===== src/rtl/pitch_macros.svh =====
// Pitch resampler widths and fixed-point constants
// Shared by the package and the RTL blocks
`ifndef PITCH_MACROS_SVH
`define PITCH_MACROS_SVH

`define PITCH_ADDR_W    23  // SDRAM word address
`define PITCH_DATA_W    32  // One stereo word
`define PITCH_SPEED_W   4   // Speed in eighths
`define PITCH_FRAC_BITS 3

// Resample accumulator, integer part is a word index
`define PITCH_ACC_W     (`PITCH_ADDR_W + `PITCH_FRAC_BITS)

`endif


===== src/rtl/pitch_pkg.sv =====
// Pitch resampler types
// SDRAM word views, bus request and pipeline items
`include "pitch_macros.svh"

package pitch_pkg;

    // Header word or stereo sample, same 32 bits
    typedef union packed {
        struct packed {
            logic [`PITCH_DATA_W-`PITCH_ADDR_W-1:0] unused;
            logic [`PITCH_ADDR_W-1:0]               length;
        } header;
        struct packed {
            logic [15:0] left;
            logic [15:0] right;
        } sample;
    } sdram_word_u;

    typedef struct packed {
        logic                     read;
        logic                     write;
        logic [`PITCH_ADDR_W-1:0] addr;
        sdram_word_u              wdata;
    } sdram_req_t;

    typedef struct packed {
        logic [`PITCH_ADDR_W-1:0] src_addr;
        logic [`PITCH_ADDR_W-1:0] dst_addr;
        logic                     silent;  // Index past the input
        logic                     last;
    } index_item_t;

    typedef struct packed {
        logic [`PITCH_ADDR_W-1:0] dst_addr;
        sdram_word_u              word;
        logic                     last;
    } store_item_t;

endpackage


===== src/rtl/pitch_control.sv =====
// Pitch resampler sequencing
// Reads the source header, writes it to the destination, runs the pipeline
`timescale 1ns/1ps
`include "pitch_macros.svh"

module pitch_control (
    input  logic                     i_clk,
    input  logic                     i_rst,
    input  logic                     start,
    input  logic [`PITCH_ADDR_W-1:0] src_base,
    input  logic [`PITCH_ADDR_W-1:0] dst_base,
    output logic                     done,
    output pitch_pkg::sdram_req_t    req,
    input  logic                     finished,
    input  pitch_pkg::sdram_word_u   rdata,
    output logic                     run_start,
    output logic [`PITCH_ADDR_W-1:0] count,
    input  logic                     last_done
);
    localparam logic [2:0] ST_IDLE   = 3'd0;
    localparam logic [2:0] ST_HDR_RD = 3'd1;
    localparam logic [2:0] ST_HDR_WR = 3'd2;
    localparam logic [2:0] ST_RUN    = 3'd3;
    localparam logic [2:0] ST_DONE   = 3'd4;

    logic [2:0]               state;
    logic [`PITCH_ADDR_W-1:0] req_addr;
    pitch_pkg::sdram_word_u   hdr_word;

    always_ff @(posedge i_clk or posedge i_rst) begin
        if (i_rst) begin
            state     <= ST_IDLE;
            run_start <= 1'b0;
        end else begin
            run_start <= 1'b0;
            case (state)
                ST_IDLE:   if (start) state <= ST_HDR_RD;
                ST_HDR_RD: if (finished) state <= ST_HDR_WR;
                ST_HDR_WR: begin
                    if (finished) begin
                        if (count == '0) begin
                            state <= ST_DONE;  // Nothing to resample
                        end else begin
                            state     <= ST_RUN;
                            run_start <= 1'b1;
                        end
                    end
                end
                ST_RUN:    if (last_done) state <= ST_DONE;
                default:   state <= ST_IDLE;
            endcase
        end
    end

    always_ff @(posedge i_clk) begin
        if (state == ST_IDLE && start) req_addr <= src_base;
        if (state == ST_HDR_RD && finished) begin
            req_addr <= dst_base;
            count    <= rdata.header.length;
        end
    end

    // Header goes out with the spare bits cleared
    always_comb begin
        hdr_word               = '0;
        hdr_word.header.length = count;
    end

    assign req = '{read: (state == ST_HDR_RD), write: (state == ST_HDR_WR),
                   addr: req_addr, wdata: hdr_word};
    assign done = (state == ST_DONE);

    a_done_cause: assert property (@(posedge i_clk) disable iff (i_rst)
        $rose(done) |-> $past((state == ST_RUN && last_done) ||
                              (state == ST_HDR_WR && finished)));

endmodule


===== src/rtl/resample_index_gen.sv =====
// Resample index generator, pipeline stage 1
// Fixed-point accumulator steps by speed eighths per output word
`timescale 1ns/1ps
`include "pitch_macros.svh"

module resample_index_gen (
    input  logic                      i_clk,
    input  logic                      i_rst,
    input  logic                      run_start,
    input  logic [`PITCH_ADDR_W-1:0]  src_base,
    input  logic [`PITCH_ADDR_W-1:0]  dst_base,
    input  logic [`PITCH_ADDR_W-1:0]  count,
    input  logic [`PITCH_SPEED_W-1:0] speed,
    output pitch_pkg::index_item_t    item,
    output logic                      item_valid,
    input  logic                      taken
);
    logic [`PITCH_ACC_W-1:0]  acc, acc_n;
    logic [`PITCH_ACC_W:0]    acc_sum;
    logic [`PITCH_ADDR_W-1:0] k, k_n;
    logic [`PITCH_ADDR_W-1:0] src_idx;
    logic                     past_end;
    logic                     load;

    assign acc_sum = {1'b0, acc} + {{(`PITCH_ACC_W + 1 - `PITCH_SPEED_W){1'b0}}, speed};
    assign load    = run_start || (taken && !item.last);

    always_comb begin
        if (run_start) begin
            acc_n    = '0;
            k_n      = '0;
            past_end = 1'b0;
        end else begin
            acc_n    = acc_sum[`PITCH_ACC_W-1:0];
            k_n      = k + 1'b1;
            past_end = item.silent || acc_sum[`PITCH_ACC_W];  // Stays silent once past
        end
    end

    assign src_idx = acc_n[`PITCH_ACC_W-1:`PITCH_FRAC_BITS];

    always_ff @(posedge i_clk or posedge i_rst) begin
        if (i_rst) begin
            item_valid <= 1'b0;
        end else if (run_start) begin
            item_valid <= 1'b1;
        end else if (taken && item.last) begin
            item_valid <= 1'b0;
        end
    end

    always_ff @(posedge i_clk) begin
        if (load) begin
            acc           <= acc_n;
            k             <= k_n;
            item.src_addr <= src_base + 1'b1 + src_idx;
            item.dst_addr <= dst_base + 1'b1 + k_n;
            item.silent   <= past_end || (src_idx >= count);
            item.last     <= (k_n == count - 1'b1);
        end
    end

    a_item_hold: assert property (@(posedge i_clk) disable iff (i_rst)
        item_valid && !taken |=> item_valid && $stable(item));

endmodule


===== src/rtl/sample_fetch.sv =====
// Sample fetch, pipeline stage 2
// Reads one source word per item, silent items become a zero word
`timescale 1ns/1ps
`include "pitch_macros.svh"

module sample_fetch (
    input  logic                     i_clk,
    input  logic                     i_rst,
    input  pitch_pkg::index_item_t   in_item,
    input  logic                     in_valid,
    output logic                     in_taken,
    output pitch_pkg::sdram_req_t    req,
    input  logic                     finished,
    input  logic [`PITCH_DATA_W-1:0] rdata,
    output pitch_pkg::store_item_t   out_item,
    output logic                     out_valid,
    input  logic                     out_taken
);
    logic                     rd_pending;
    logic [`PITCH_ADDR_W-1:0] rd_src;
    logic [`PITCH_ADDR_W-1:0] rd_dst;
    logic                     rd_last;

    // Only take when the output slot is empty and no read is open
    assign in_taken = in_valid && !rd_pending && !out_valid;

    always_ff @(posedge i_clk or posedge i_rst) begin
        if (i_rst) begin
            rd_pending <= 1'b0;
            out_valid  <= 1'b0;
        end else begin
            if (in_taken && !in_item.silent) begin
                rd_pending <= 1'b1;
            end else if (rd_pending && finished) begin
                rd_pending <= 1'b0;
            end
            if ((in_taken && in_item.silent) || (rd_pending && finished)) begin
                out_valid <= 1'b1;
            end else if (out_taken) begin
                out_valid <= 1'b0;
            end
        end
    end

    always_ff @(posedge i_clk) begin
        if (in_taken) begin
            rd_src <= in_item.src_addr;
            rd_dst <= in_item.dst_addr;
            rd_last <= in_item.last;
            if (in_item.silent) begin
                out_item <= '{dst_addr: in_item.dst_addr, word: '0, last: in_item.last};
            end
        end else if (rd_pending && finished) begin
            out_item <= '{dst_addr: rd_dst, word: rdata, last: rd_last};
        end
    end

    assign req = '{read: rd_pending, write: 1'b0, addr: rd_src, wdata: '0};

    a_no_silent_read: assert property (@(posedge i_clk) disable iff (i_rst)
        in_taken && in_item.silent |=> !req.read);

endmodule


===== src/rtl/sample_store.sv =====
// Sample store, pipeline stage 3
// Writes each word to the destination and flags the final write
`timescale 1ns/1ps

module sample_store (
    input  logic                   i_clk,
    input  logic                   i_rst,
    input  pitch_pkg::store_item_t in_item,
    input  logic                   in_valid,
    output logic                   in_taken,
    output pitch_pkg::sdram_req_t  req,
    input  logic                   finished,
    output logic                   last_done
);
    pitch_pkg::store_item_t held;
    logic                   busy;  // Write in progress

    assign in_taken = in_valid && !busy;

    always_ff @(posedge i_clk or posedge i_rst) begin
        if (i_rst) begin
            busy <= 1'b0;
        end else if (in_taken) begin
            busy <= 1'b1;
        end else if (finished) begin
            busy <= 1'b0;
        end
    end

    always_ff @(posedge i_clk) begin
        if (in_taken) held <= in_item;
    end

    assign req = '{read: 1'b0, write: busy, addr: held.dst_addr, wdata: held.word};

    // Same cycle as the finished pulse of the last write
    assign last_done = busy && finished && held.last;

endmodule


===== src/rtl/sdram_port_mux.sv =====
// SDRAM port arbiter
// Locks one requester until its finished pulse, store before fetch
`timescale 1ns/1ps

module sdram_port_mux (
    input  logic                  i_clk,
    input  logic                  i_rst,
    input  pitch_pkg::sdram_req_t ctrl_req,
    input  pitch_pkg::sdram_req_t fetch_req,
    input  pitch_pkg::sdram_req_t store_req,
    output logic                  ctrl_finished,
    output logic                  fetch_finished,
    output logic                  store_finished,
    output pitch_pkg::sdram_req_t bus_req,
    input  logic                  bus_finished
);
    localparam logic [1:0] G_NONE  = 2'd0;
    localparam logic [1:0] G_CTRL  = 2'd1;
    localparam logic [1:0] G_FETCH = 2'd2;
    localparam logic [1:0] G_STORE = 2'd3;

    logic [1:0] grant, sel;

    always_comb begin
        if (grant != G_NONE) begin
            sel = grant;  // Locked until finished
        end else if (store_req.read || store_req.write) begin
            sel = G_STORE;
        end else if (fetch_req.read || fetch_req.write) begin
            sel = G_FETCH;
        end else if (ctrl_req.read || ctrl_req.write) begin
            sel = G_CTRL;
        end else begin
            sel = G_NONE;
        end
    end

    always_comb begin
        case (sel)
            G_CTRL:  bus_req = ctrl_req;
            G_FETCH: bus_req = fetch_req;
            G_STORE: bus_req = store_req;
            default: bus_req = '0;
        endcase
    end

    always_ff @(posedge i_clk or posedge i_rst) begin
        if (i_rst) begin
            grant <= G_NONE;
        end else if (bus_finished) begin
            grant <= G_NONE;
        end else begin
            grant <= sel;
        end
    end

    assign ctrl_finished  = bus_finished && (sel == G_CTRL);
    assign fetch_finished = bus_finished && (sel == G_FETCH);
    assign store_finished = bus_finished && (sel == G_STORE);

    a_one_dir: assert property (@(posedge i_clk) disable iff (i_rst)
        !(bus_req.read && bus_req.write));

    a_req_stable: assert property (@(posedge i_clk) disable iff (i_rst)
        (bus_req.read || bus_req.write) && !bus_finished |=> $stable(bus_req));

endmodule


===== src/rtl/pitch_resampler.sv =====
// Pitch-shift resampler top level
// Control, three-stage index/fetch/store pipeline and SDRAM arbiter
`timescale 1ns/1ps
`include "pitch_macros.svh"

module pitch_resampler (
    input  logic                      i_clk,
    input  logic                      i_rst,
    input  logic                      start,
    input  logic [`PITCH_ADDR_W-1:0]  src_base,
    input  logic [`PITCH_ADDR_W-1:0]  dst_base,
    input  logic [`PITCH_SPEED_W-1:0] speed,
    output logic                      done,
    output pitch_pkg::sdram_req_t     sdram_req,
    input  pitch_pkg::sdram_word_u    sdram_rdata,
    input  logic                      sdram_finished
);
    pitch_pkg::sdram_req_t    ctrl_req, fetch_req, store_req;
    logic                     ctrl_fin, fetch_fin, store_fin;
    logic                     run_start, last_done;
    logic [`PITCH_ADDR_W-1:0] count;
    pitch_pkg::index_item_t   idx_item;
    logic                     idx_valid, idx_taken;
    pitch_pkg::store_item_t   st_item;
    logic                     st_valid, st_taken;

    pitch_control u_control (
        .i_clk, .i_rst, .start, .src_base, .dst_base, .done,
        .req(ctrl_req), .finished(ctrl_fin), .rdata(sdram_rdata),
        .run_start, .count, .last_done
    );

    resample_index_gen u_index (
        .i_clk, .i_rst, .run_start, .src_base, .dst_base, .count, .speed,
        .item(idx_item), .item_valid(idx_valid), .taken(idx_taken)
    );

    sample_fetch u_fetch (
        .i_clk, .i_rst, .in_item(idx_item), .in_valid(idx_valid), .in_taken(idx_taken),
        .req(fetch_req), .finished(fetch_fin), .rdata(sdram_rdata),
        .out_item(st_item), .out_valid(st_valid), .out_taken(st_taken)
    );

    sample_store u_store (
        .i_clk, .i_rst, .in_item(st_item), .in_valid(st_valid), .in_taken(st_taken),
        .req(store_req), .finished(store_fin), .last_done
    );

    sdram_port_mux u_mux (
        .i_clk, .i_rst, .ctrl_req, .fetch_req, .store_req,
        .ctrl_finished(ctrl_fin), .fetch_finished(fetch_fin), .store_finished(store_fin),
        .bus_req(sdram_req), .bus_finished(sdram_finished)
    );

endmodule


===== config.mk =====
export PLATFORM = sky130hd
export DESIGN_NAME = pitch_resampler
export DESIGN_NICKNAME = d
export VERILOG_FILES = /design/src/rtl/pitch_pkg.sv /design/src/rtl/pitch_control.sv /design/src/rtl/resample_index_gen.sv /design/src/rtl/sample_fetch.sv /design/src/rtl/sample_store.sv /design/src/rtl/sdram_port_mux.sv /design/src/rtl/pitch_resampler.sv
export VERILOG_INCLUDE_DIRS = /design/src /design/src/rtl
export SDC_FILE = /design/constraint.sdc
export NUM_CORES = 1
export LEC_CHECK = 0
export ABC_AREA = 1
export BUFFER_PORTS_ARGS = -buffer_cell sky130_fd_sc_hd__buf_2
export CAP_MARGIN = 20
export CORE_MARGIN = 3
export CORE_UTILIZATION = 45
export DETAILED_ROUTE_END_ITERATION = 8
export PLACE_DENSITY_LB_ADDON = 0.3
export SYNTH_ARGS = -nofsm -noshare
export SYNTH_HDL_FRONTEND = slang
export SYNTH_SLANG_ARGS = --single-unit

===== constraint.sdc =====
create_clock -name i_clk -period 14.3 [get_ports i_clk]
set_input_delay 3.575 -clock i_clk [delete_from_list [all_inputs] [get_ports i_clk]]
set_output_delay 3.575 -clock i_clk [all_outputs]
set_load 0.02 [all_outputs]

Word-level counts from Yosys, hierarchy flattened
Index checks and enable logic that the tools add are counted.

storage, ports and cells
  bits in registers = 312
  input port bits = 86
  output and inout port bits = 58

operators by class
  add/sub/neg operators = 7
  eq/ne operators = 13
  reduce and logical (&&, ||, !) cells = 36
  multiplexer cells = 31
  magnitude comparators = 1

operators by type and width
  operator                                            count
  one-hot mux 57 bit (3 select lines)                 1
  two-way mux 56 bit                                  3
  adder 23 x 1 -> 23 bit, second input constant       3
  two-way mux 23 bit                                  3
  adder 23 bit                                        2
  adder 26 x 4 -> 27 bit                              1
  two-way mux 26 bit                                  1
  == test 23 bit                                      1
  greater-or-equal comparator 23 bit                  1
  logical NOT 23 bit                                  1
  subtractor 23 x 1 -> 23 bit, second input constant  1
  logical AND 1 bit                                   15
  two-way mux 3 bit                                   5
  nonzero test 2 bit                                  7
  two-way mux 1 bit                                   13
  one-hot mux 3 bit (4 select lines)                  1
  != test 2 bit, second input constant                5
  two-way mux 2 bit                                   4
  == test 3 x 2 -> 1 bit, second input constant       2
  logical NOT 1 bit                                   5
  logical OR 1 bit                                    5
  == test 2 bit, second input constant                2
  AND reduction 4 bit                                 1
  == test 3 x 1 -> 1 bit, second input constant       1
  4 further kinds                                     4

Longest topological paths before layout
Gate-level depths: netlist of the first run.

  depth after elaboration = 12
  mapped depth = 23
  mapped depth without buffers = 23

By module
From an unflattened synthesis of the first run, not the netlist that was laid out.

unflattened totals
  cells, all modules = 2,096
  area total of the unflattened synthesis = 18,831.8 sq um

modules (own cells, without submodules)
  module              area an instance (sq um)  cells each  times used
  resample_index_gen  8,459.4                   1,149       1
  sample_fetch        4,155.2                   304         1
  pitch_control       2,302.2                   214         1
  sample_store        2,180.8                   125         1
  sdram_port_mux      1,734.2                   304         1

Worst setup path before layout of the first run
Ideal clock, no wire load.

  path type = reg-to-reg
  start = register u_fetch.out_valid
  end = register u_index.acc[0] (enable)
  setup slack = 5.763 ns
  data required time = 13.613 ns
  data arrival time = 7.849 ns
  stages on the path, launching flop included = 4
  library setup time = 0.687 ns
  cells stage by stage = dfrtp_1 > nor3_1 > clkinv_1 > o21ai_0

on the way
  longest elaborated chain between the ends = 4

RTL lines
  what                      RTL line                  RTL
  start: declaration        sample_fetch.sv:16        output logic out_valid,
  start signal: assignment  sample_fetch.sv:30        out_valid <= 1'b0;
  start signal: assignment  sample_fetch.sv:38        out_valid <= 1'b1;
  start signal: assignment  sample_fetch.sv:40        out_valid <= 1'b0;
  logical NOT 1 bit         sample_fetch.sv:25        assign in_taken = in_valid && !rd_pending && !out_valid;
  logical AND 1 bit         sample_fetch.sv:25
  logical AND 1 bit         resample_index_gen.sv:26  assign load = run_start || (taken && !item.last);
  logical OR 1 bit          resample_index_gen.sv:26
  net u_index.load          resample_index_gen.sv:23  logic load;
  end signal: assignment    resample_index_gen.sv:54  acc <= acc_n;
  end: declaration          resample_index_gen.sv:18  logic [`PITCH_ACC_W-1:0] acc, acc_n;

The timed path passes the listed nets, and every way through them passes these cells.
A chain may end at the register's enable or synchronous reset.

==> results by group, run 1 <==
Run status
  – Status: complete, no violations

Layout
  – Commonest non-fill, non-tap cell in the layout: nand2_1
  – P&R area growth vs syn: 14.4%
  – Fillers: 3,368
  – Final net count: 2,145
  – N_diodes: 0
  – Layout cells sized above 1: 11.4%
  – Most frequent cells in the layout: nand2_1 (510), edfxtp_1 (302), inv_1 (219)

Die
  – DIE AREA: 39,500 um2
  – I/O pins: 144
  – Die Wd: 199 um
  – Starting Density: 46.4%
  – Die Span Y: 199 um
  – Core ar.: 36,100 um2
  – Cell Rows: 69

CTS
  – CTS tree: built
  – Worst skew pair latency: 0.53 ns
  – Clock slew at reported path FFs: 0.06 ns
  – CTS Buf Count: 35
  – CTS resizes: 0
  – Hold Buf Count CTS: 0
  – Post-CTS setup buffers: 0
  – Longest Clk Path Bufs: 3
  – Root buffer cell: clkbuf_16
  – Clock sinks: 312
  – H-tree Lvls: 2

Power
  – Register share of total power: 38.5%
  – Combinational share of power: 35.9%
  – PD cells: 188 nW/um2
  – Int Power: 0.00223 W
  – Clk pwr share: 25.6%
  – Pleak: 8.39 nW
  – Worst VDD drop: 0.141 mV
  – Switching power share of the total: 38.1%
  – Sw power: 0.00137 W

Logic synthesis
  – Largest family of logic cells by synthesized area: simple AND/OR/NAND/NOR gates
  – Synth Instances: 1,826
  – Number of synthesized flops with an enable pin: 302
  – Post-synth cell types: 46
  – Mux cell area share after synthesis: 0%
  – Synth warn: 0
  – Post-synth top flop: edfxtp_1
  – Fraction of the mapped netlist area in adder cells: 5.89%
  – Area of the mapped netlist: 16,700 um2
  – Async S/R FF share, synth: 3.21%
  – Post-Synth XOR/XNOR Area: 2.77%
  – Post-synth net total: 1,989
  – Synth Area in Compound Gates: 6.47%
  – Flops & latches, synth: 312
  – Post-synthesis simple-gate area fraction: 23.1%
  – Syn_area_per_cell: 9.16 um2
  – Sequential fraction of the synthesis area: 55.7%

Setup path
  – Critical Path Max Stage Delay: 0.46 ns
  – CP Class: reg2out
  – CP arrival: 3.47 ns
  – CP Capture Type: output port
  – Worst Path Max Fanout: 34
  – Top cell by count, worst path: nand2_1
  – Cell Chain, Critical Path: inv_2, nor2_1, nand2_1, nand2_1, nand2_1, nand2_1, a21oi_4, buf_4, nor2_4, buf_4, inv_2, o22ai_1, buf_2
  – Slowest-stage cell, CP: buf_4
  – CP Launch Type: register
  – CP required: 10.72 ns

Routing
  – DRT iter0 DRCs: 813
  – Wirelength, routed: 47,400 um
  – Vias: 13,121
  – First-pass DRT Iterations: 7
  – # DRC: 0
  – Wire per inst: 19.2 um
  – ANT nets after route: 0
  – DR vias/cell: 5.32

Place
  – DP Wirelength: 37,700 um
  – Post-place setup slack: 7.07 ns
  – Final Wtd Congestion: 0.899
  – IO buf count: 143

STA
  – Relative slew slack: 31.3%
  – Setup tns final: 0 ns
  – Max-slew violations: 0
  – Clock Skew: 0.0155 ns
  – Worst Tran Pin Value: 1.03 ns
  – RSZ-0062 raised after global routing: false
  – Final hold violations: 0
  – Fin crit period: 7.05 ns
  – Period utilization: 49.3%
  – Final setup margin: 7.25 ns
  – Max Freq: 0.142 GHz
  – Final setup violation count: 0

Global route
  – First-pass GRT wire length: 71,900 um
  – Vias in the first global route: 12,729
  – Initial antenna violation count: 1
  – Total GRT Usage: 24.1%
  – GRT overflow: 0
  – Largest net degree at the start of global routing: 68

Flow run
  – # Max-Cap Violations: 0

Worst hold path
  – Hold Path Class: reg2reg
-- state kept, by name (all words and copies together), names as in the netlist --
signal	flops
u_store.held	1
u_index.item	48
u_control.run_start	1
u_fetch.out_valid	1
u_fetch.rd_last	1
u_control.state	3
u_store.req	55
u_mux.grant	2
u_store.busy	1
u_index.item_valid	1
u_fetch.rd_src	23
u_fetch.rd_pending	1
u_fetch.rd_dst	23
u_control.req_addr	23
u_control.count	23
u_index.acc	26
u_index.k	23
u_fetch.out_item	56
-- Yosys cell counts (all sizes together) (2+ instances only) --
cell	instances	area, um2
nand2	511	1930
nor3	31	165
clkbuf	19	71.3
o2111ai	3	26.3
o21ai	73	369
xnor2	18	158
o21a	3	22.5
buf	16	98.8
nor4	4	25.0
o22ai	4	25.0
xor2	35	307
dfrtp	10	250
edfxtp	302	9070
a31oi	14	87.6
o21bai	4	30.0
a21o	9	67.6
inv	226	848
o31ai	2	15.0
nand3	142	716
nand4	29	181
nor2	210	826
fa	3	60.1
a21oi	72	372
a211oi	3	22.5
ha	74	926
-- final cells by class --
| class | count | area [um2] | share of cell area (%) |
|---|---|---|---|
| well taps | 461 | 577 | 3.01 |
| inverters | 227 | 852 | 4.45 |
| flip-flops and latches | 312 | 9320 | 48.7 |
| multi-input cells | 1252 | 6420 | 33.5 |
| clock buffers | 40 | 895 | 4.67 |
| repair buffers | 154 | 798 | 4.17 |
| clock inverters | 22 | 284 | 1.48 |
-- critical path: cells and delay by family, from the launching register on --
kind,cells,cell delay [ns]
buf+inv,5,1.23
simple gates,6,0.85
flops,1,0.41
compound gates,2,0.41
-- power by group through the flow --
stage / Sequential, W / Clock, W / Combinational [W]
after floorplan: 0.00139 / 0 / 0.000864
after global placement: 0.00140 / 0 / 0.00128
after detailed placement: 0.00140 / 0 / 0.00129
after CTS: 0.00139 / 0.000941 / 0.00129
after global routing: 0.00141 / 0.000977 / 0.00143
final: 0.00139 / 0.000921 / 0.00129
-- logic make-up after synthesis --
kind of cell | Yosys count
adders and majority gates | 77
AOI/OAI and AO/OA | 192
xor gates and xnor gates | 53
DFF | 312
and+or+nand+nor | 930
buffers and inverters | 262
-- final timing paths --
kind,start,end,slack (ns),cells past startpoint
setup / recovery,u_control.state[1],sdram_req[55],7.25,13
hold / removal,u_index.item[34],u_fetch.rd_src[9],0.42,0
setup reg to reg,u_control.state[1],u_control.req_addr[1],10.24,13
hold reg to reg,u_index.item[34],u_fetch.rd_src[9],0.42,0
max in group asynchronous,i_rst,u_index.item_valid,10.87,2
min in group asynchronous,i_rst,u_control.state[2],3.08,2
-- stage by stage --
step / instances / instance area (um2) / util, % / hold WS [ns] / total power [W]
2_1_floorplan: 1826 / 16700 / - / 0.400 / 0.00226
3_3_place_gp: 2406 / 18000 / 49.8 / 0.400 / 0.00267
3_5_place_dp: 2406 / 18000 / 49.8 / 0.405 / 0.00269
4_1_cts: 2468 / 19100 / 53.1 / 0.418 / 0.00362
5_1_grt: 2468 / 19100 / 53.1 / 0.420 / 0.00381
6_report: 2468 / 19100 / 53.1 / 0.416 / 0.00360
-- metal layers --
| metal | vias up | share of wire (%) | global-route usage, % | routed length [um] |
|---|---|---|---|---|
| li1 | 6458 | - | - | - |
| met1 | 6082 | 42 | 32.2 | 20100 |
| met2 | 487 | 47 | 40.0 | 22200 |
| met3 | 92 | 6.7 | 3.46 | 3150 |
| met4 | 2 | 4.2 | 9.16 | 1990 |
| met5 | - | 0.027 | 0 | 13 |
Power figures use the tool's default switching activity.
==> run 2, diff against run 1 <==
- clock period: 14.3 -> 6.3 ns (I/O delays scaled with it)
==> results by group, run 2 (same netlist as run 1, synthesis figures left out) <==
Layout
  – N_diodes: 0 (unchanged)
  – Top reg by flops: u_fetch.out_item
  – Most frequent cells in the layout: nand2_1 (510), edfxtp_1 (302), inv_1 (219)
  – Commonest non-fill, non-tap cell in the layout: nand2_1
  – Max reg flops: 56 (unchanged)
  – Finished Cell Area: 19,100 um2 (about the same)
  – Layout cells sized above 1: 11.3% (-0.061 points)
  – Final net count: 2,149 (+0.19%)
  – P&R area growth vs syn: 14.4% (about the same)

Setup path
  – CP Capture Type: output port
  – Top cell by count, worst path: nand2_1
  – CP top delay family: buffers and inverters
  – Reg2Reg Depth: 20 (+7)
  – CP arrival: 3.18 ns (-0.29 ns)
  – CP required: 4.72 ns (-6.00 ns)
  – Slowest-stage cell, CP: nor2_4
  – CP Launch Type: register
  – Cell Chain, Critical Path: inv_2, nand3_2, nand2_1, nand2_1, nand2_1, a21oi_4, nor2_4, buf_4, inv_2, o22ai_1, buf_2
  – Instance count on the critical path: 11 (-2)
  – R2R Setup Slk: 2.42 ns (-7.82 ns)
  – Critical Path Max Stage Delay: 0.47 ns (about the same)
  – Bufs and invs on worst path: 4 (-1)
  – Worst R2R End: u_index.item[47]
  – CP Class: reg2out
  – Worst Path Max Fanout: 25 (-26%)
  – Crit Reg-Reg Startpoint: u_index.acc[2]

STA
  – Final hold violations: 0 (unchanged)
  – Fin crit period: 4.76 ns
  – Max Freq: 0.210 GHz
  – Clock Skew: 0.0223 ns (+0.00675 ns)
  – Period utilization: 75.5%
  – Relative slew slack: 35.3% (+4.0 points)
  – Max-slew violations: 0 (unchanged)
  – RSZ-0062 raised after global routing: false
  – Final setup violation count: 0 (unchanged)
  – Worst Tran Pin Value: 0.970 ns (-0.0582 ns)
  – Setup tns final: 0 ns (unchanged)

Worst hold path
  – Hold Path Origin: u_fetch.out_item[25]
  – Hold Path Class: reg2reg
  – Hold depth: 0 (unchanged)
  – Hold EP: u_store.req[24]

Global route
  – Initial antenna violation count: 0 (-1)
  – Total GRT Usage: 24.3% (+0.24 points)
  – Largest net degree at the start of global routing: 81 (+19%)
  – GRT overflow: 0 (unchanged)
  – Vias in the first global route: 12,686 (-0.34%)
  – First-pass GRT wire length: 72,700 um (+1.1%)

Place
  – IO buf count: 143 (unchanged)
  – Final Wtd Congestion: 0.943 (+4.9%)
  – DP Area: 18,000 um2 (about the same)
  – DP Wirelength: 37,200 um (-1.2%)

Routing
  – DRT iter0 DRCs: 830 (+2.1%)
  – Vias: 13,238 (+0.89%)
  – DR vias/cell: 5.36 (+0.81%)
  – ANT nets after route: 0 (unchanged)
  – # DRC: 0 (unchanged)
  – First-pass DRT Iterations: 5 (-2)
  – Wirelength, routed: 47,800 um (+0.90%)
  – Wire per inst: 19.4 um (+0.82%)

Die
  – Starting Density: 46.4% (unchanged)
  – Die Wd: 199 um (unchanged)
  – DIE AREA: 39,500 um2 (unchanged)
  – I/O pins: 144 (unchanged)
  – Cell Rows: 69 (unchanged)
  – Die Span Y: 199 um (unchanged)
  – Core ar.: 36,100 um2 (unchanged)

Flow run
  – # Max-Cap Violations: 0 (unchanged)

Power
  – Worst VDD drop: 0.322 mV (+130%)
  – Pwr Total: 0.00809 W (+120%)
  – PD cells: 423 nW/um2 (+120%)
  – Pleak: 8.38 nW (about the same)

CTS
  – Worst skew pair latency: 0.53 ns (about the same)
  – Root buffer cell: clkbuf_16
  – Post-CTS setup buffers: 0 (unchanged)
  – Clock sinks: 312 (unchanged)
  – CTS Buf Count: 36 (+2.9%)
  – CTS tree: built
  – Clock slew at reported path FFs: 0.06 ns (about the same)
  – CTS resizes: 0 (unchanged)
  – H-tree Lvls: 2 (unchanged)
  – Hold Buf Count CTS: 0 (unchanged)
  – Longest Clk Path Bufs: 3 (unchanged)

Run status
  – Status: complete, no violations
-- run 2: metrics by stage --
| stage | std cells | hold WS (ns) | worst slack (ns) | utilization [%] |
|---|---|---|---|---|
| 6_report | 2470 | 0.416 | 1.54 | 53.0 |
| 5_1_grt | 2470 | 0.421 | 1.28 | 53.0 |
| 4_1_cts | 2468 | 0.417 | 1.52 | 52.9 |
| 3_5_place_dp | 2407 | 0.405 | 1.16 | 49.8 |
| 3_3_place_gp | 2407 | 0.401 | 1.16 | 49.8 |
| 2_1_floorplan | 1826 | 0.400 | 0.385 | - |
-- run 2: how the worst max path moves through the flow --
stage / from / end
6_report: u_control.state[1] / sdram_req[55]
5_1_grt: speed[0] / u_index.item[47]
4_1_cts: u_control.state[1] / sdram_req[55]
3_5_place_dp: speed[0] / u_index.item[41]
3_3_place_gp: speed[0] / u_index.item[41]
2_1_floorplan: u_fetch.out_valid / u_index.acc[0]
-- run 2: cell type report --
| cell class | instances | area [um2] |
|---|---|---|
| Clock inverter | 15 | 175 |
| Inverter | 227 | 852 |
| Timing Repair Buffer | 157 | 853 |
| Sequential cell | 312 | 9320 |
| Clock buffer | 46 | 938 |
| Fill cell | 3297 | 17000 |
| Multi-Input combinational cell | 1252 | 6420 |
| Tap cell | 461 | 577 |
-- run 2: power breakdown --
group	leakage (nW)	switching (W)	internal, W
Clock	0.539	0.000816	0.00118
Combinational	4.95	0.00209	0.000844
Sequential	2.89	0.000200	0.00296
Total	8.38	0.00311	0.00498
-- run 2: per-layer routing --
metal / GRT usage, % / vias up / wire [um]
met1: 32.4 / 6198 / 20900
met5: 0 / - / 0
met2: 41.0 / 466 / 22300
li1: - / 6470 / -
met3: 3.49 / 104 / 2740
met4: 8.36 / 0 / 1860
==> run 3, diff against run 2 <==
- ABC_AREA: 1 -> 0
- clock period: 6.3 -> 4.8 ns (I/O delays scaled with it)
==> results by group, run 3 <==
STA
  – Clock Skew: 0.00960 ns (-0.0127 ns)
  – Relative slew slack: 41.1% (+5.8 points)
  – Fin crit period: 4.44 ns
  – Setup tns final: 0 ns (unchanged)
  – Period utilization: 92.5%
  – Max Freq: 0.225 GHz
  – Hold slack: 0.416 ns (-0.000516 ns)
  – RSZ-0062 raised after global routing: false
  – Final setup margin: 0.362 ns (-1.18 ns)
  – Final hold violations: 0 (unchanged)
  – Final setup violation count: 0 (unchanged)
  – Max-slew violations: 0 (unchanged)
  – Worst Tran Pin Value: 0.883 ns (-0.0865 ns)

CTS
  – Clock sinks: 312 (unchanged)
  – CTS Buf Count: 34 (-5.6%)
  – Root buffer cell: clkbuf_16
  – Clock slew at reported path FFs: 0.06 ns (about the same)
  – H-tree Lvls: 2 (unchanged)
  – Hold Buf Count CTS: 0 (unchanged)
  – Worst skew pair latency: 0.50 ns (-0.03 ns)
  – CTS tree: built
  – Longest Clk Path Bufs: 3 (unchanged)

Setup path
  – Worst Path Max Fanout: 4 (-84%)
  – Crit Reg-Reg Startpoint: u_index.k[0]
  – R2R Setup Slk: 0.63 ns (-1.79 ns)
  – Reg2Reg Depth: 13 (-35%)
  – CP Capture Type: register
  – CP Launch Type: primary input
  – CP Class: in2reg
  – CP arrival: 4.69 ns (+1.51 ns)
  – CP required: 5.06 ns (+0.34 ns)
  – Worst R2R End: u_index.item[20]

Layout
  – Commonest non-fill, non-tap cell in the layout: edfxtp_1
  – Most frequent cells in the layout: edfxtp_1 (302), nand2_1 (244), buf_2 (143)
  – Fillers: 2,893 (-12%)
  – Layout cells sized above 1: 18.0% (+6.7 points)
  – Multi-input combinational cell area: 6100 um2 (-5.0%)
  – Top reg by flops: u_fetch.out_item
  – N_diodes: 0 (unchanged)
  – Final net count: 1,724 (-20%)
  – P&R area growth vs syn: 17.6%
  – Max reg flops: 56 (unchanged)
  – Register Area: 9320 um2 (about the same)
  – Final instance count without filler cells: 2,034 (-18%)

Routing
  – # DRC: 0 (unchanged)
  – ANT nets after route: 0 (unchanged)
  – First-pass DRT Iterations: 5 (unchanged)
  – Wire per inst: 17.8 um (-8.0%)
  – Wirelength, routed: 36,200 um (-24%)
  – DRT iter0 DRCs: 746 (-10%)
  – Vias: 10,889 (-18%)
  – DR vias/cell: 5.35 (-0.11%)

Run status
  – Status: complete, no violations

Place
  – DP Wirelength: 27,200 um (-27%)
  – Inst Count DP: 1,973 (-18%)
  – IO buf count: 143 (unchanged)
  – Final Wtd Congestion: 0.924 (-2.1%)
  – Post-place setup slack: -0.257 ns (-1.42 ns)

Power
  – PD cells: 616 nW/um2 (+46%)
  – Switching power share of the total: 36.8% (-1.6 points)
  – Clk pwr share: 22.7% (-2.0 points)
  – Pleak: 7.22 nW (-14%)
  – Combinational share of power: 39.1% (+2.8 points)
  – Worst VDD drop: 0.420 mV (+30%)
  – Pwr Total: 0.0114 W (+41%)
  – Sw power: 0.00419 W (+35%)
  – Int Power: 0.00720 W (+45%)
  – Register share of total power: 38.2% (-0.9 points)

Logic synthesis
  – Synth warn: 0 (unchanged)
  – Synth Instances: 1,361 (-25%)
  – Leading area contributor after synthesis: edfxtp_1
  – Top-count cell post-synth: edfxtp_1
  – Post-synth top flop: edfxtp_1
  – Top cells by area in the synthesized netlist: edfxtp_1 (58%), ha_1 (5.9%), nand2_1 (5.8%), xnor2_1 (4.4%), a21oi_1 (2.4%)
  – Syn_area_per_cell: 11.6 um2 (+26%)
  – Post-synth net total: 1,524 (-23%)
  – Flops & latches, synth: 312 (unchanged)
  – Number of synthesized flops with an enable pin: 302 (unchanged)
  – Sequential fraction of the synthesis area: 59.2% (+3.6 points)
  – Post-synth top cells: edfxtp_1 (302), nand2_1 (245), xnor2_1 (79), nor2_1 (77)
  – Area share of the largest cell type after synthesis: 57.7% (+3.5 points)
  – Async S/R FF share, synth: 3.21% (unchanged)
  – Post-synth cell types: 68 (+48%)
  – Area of the mapped netlist: 15,700 um2 (-6.0%)

Worst hold path
  – Hold Path Origin: u_fetch.out_item[16]
  – Hold Path Class: reg2reg
  – Hold depth: 0 (unchanged)
  – Hold EP: u_store.req[15]

Die
  – Core ar.: 34,000 um2 (-5.9%)
  – Die Wd: 193 um (-3.0%)
  – Starting Density: 46.3% (about the same)
  – I/O pins: 144 (unchanged)
  – DIE AREA: 37,200 um2 (-5.8%)
  – Die Span Y: 193 um (-3.0%)
  – Cell Rows: 67 (-2.9%)

Global route
  – Initial antenna violation count: 0 (unchanged)
  – First-pass GRT wire length: 57,400 um (-21%)
  – Vias in the first global route: 10,686 (-16%)
  – Total GRT Usage: 19.7% (-4.6 points)
  – Largest net degree at the start of global routing: 72 (-11%)
  – GRT overflow: 0 (unchanged)

Flow run
  – # Max-Cap Violations: 0 (unchanged)
[run 3: changes by cell type in the layout (fill, tap and decap cells not counted), sizes merged, moves of 17 or more]
cell / previous run / this run
mux2i: 0 / 23
buf: 157 / 205
xnor2: 18 / 79
inv: 228 / 55
and2: 0 / 46
or3: 0 / 17
nor2: 210 / 77
nand2: 511 / 245
nand3: 142 / 28
[run 3: cell families (layout without fill, tap and decap cells)]
family | Yosys count | count (layout) | synth area share, %
compound gates | 229 | 229 | 9.21
xor+xnor | 106 | 106 | 5.90
fa+ha+maj | 77 | 77 | 6.27
buf+inv | 95 | 320 | 2.29
flops | 312 | 312 | 59.2
mux | 24 | 24 | 1.54
simple gates | 518 | 518 | 15.6
[run 3: area by class of cell]
type,count,area share [%]
Sequential cell,312,50.4
Multi-Input combinational cell,954,33.0
Timing Repair Buffer,205,6.45
Clock buffer,40,5.07
Tap cell,448,3.03
Inverter,54,1.10
Clock inverter,21,0.981
[run 3: power by group through the flow]
stage                     clock [W]  combinational (W)  sequential (W)
after floorplan                   0            0.00301         0.00430
after global placement            0            0.00439         0.00437
after detailed placement          0            0.00449         0.00440
after CTS                   0.00265            0.00451         0.00434
after global routing        0.00276            0.00496         0.00441
final                       0.00259            0.00445         0.00435
[run 3: stage by stage]
stage               utilization [%]  area (um2)
floorplan                         -       15700
global placement               51.2       17400
detailed placement             51.2       17400
CTS                            54.5       18500
global route                   54.5       18500
finish                         54.5       18500
[run 3: worst max-delay path, stage by stage]
cell	delay, ns
buf_2	0.10
ha_1	0.21
fa_1	0.42
a21o_1	0.20
a21oi_2	0.25
xor2_1	0.17
nor2_1	0.08
fa_1	0.46
a211oi_1	0.29
o211ai_1	0.16
a41oi_1	0.26
buf_4	0.17
o211ai_1	0.12
a21oi_1	0.21
o31ai_1	0.10
a21oi_1	0.18
xnor2_1	0.09
[run 3: how the worst max path moves through the flow]
| stage | startpoint | end | cells past startpoint |
|---|---|---|---|
| detailed placement | speed[0] | u_index.item[47] | 17 |
| global placement | speed[0] | u_index.item[47] | 17 |
| finish | speed[0] | u_index.item[47] | 17 |
| global route | speed[0] | u_index.item[1] | 19 |
| floorplan | speed[0] | u_index.item[47] | 17 |
| CTS | speed[0] | u_index.item[47] | 17 |
[run 3: timing repair]
action / in CTS / in global routing
resized for setup: 0 / 1
hold endpoints to repair: 0 / 0
endpoints found under the setup margin: 0 / 1
setup buffers: 0 / 0
[run 3: metal layers]
metal	vias to the layer above	GRT usage (%)	share of wire, %
met1	5212	27.9	45
met4	0	4.70	1.8
met5	-	0	0
met3	50	2.75	5.7
met2	293	32.5	48
li1	5334	-	-
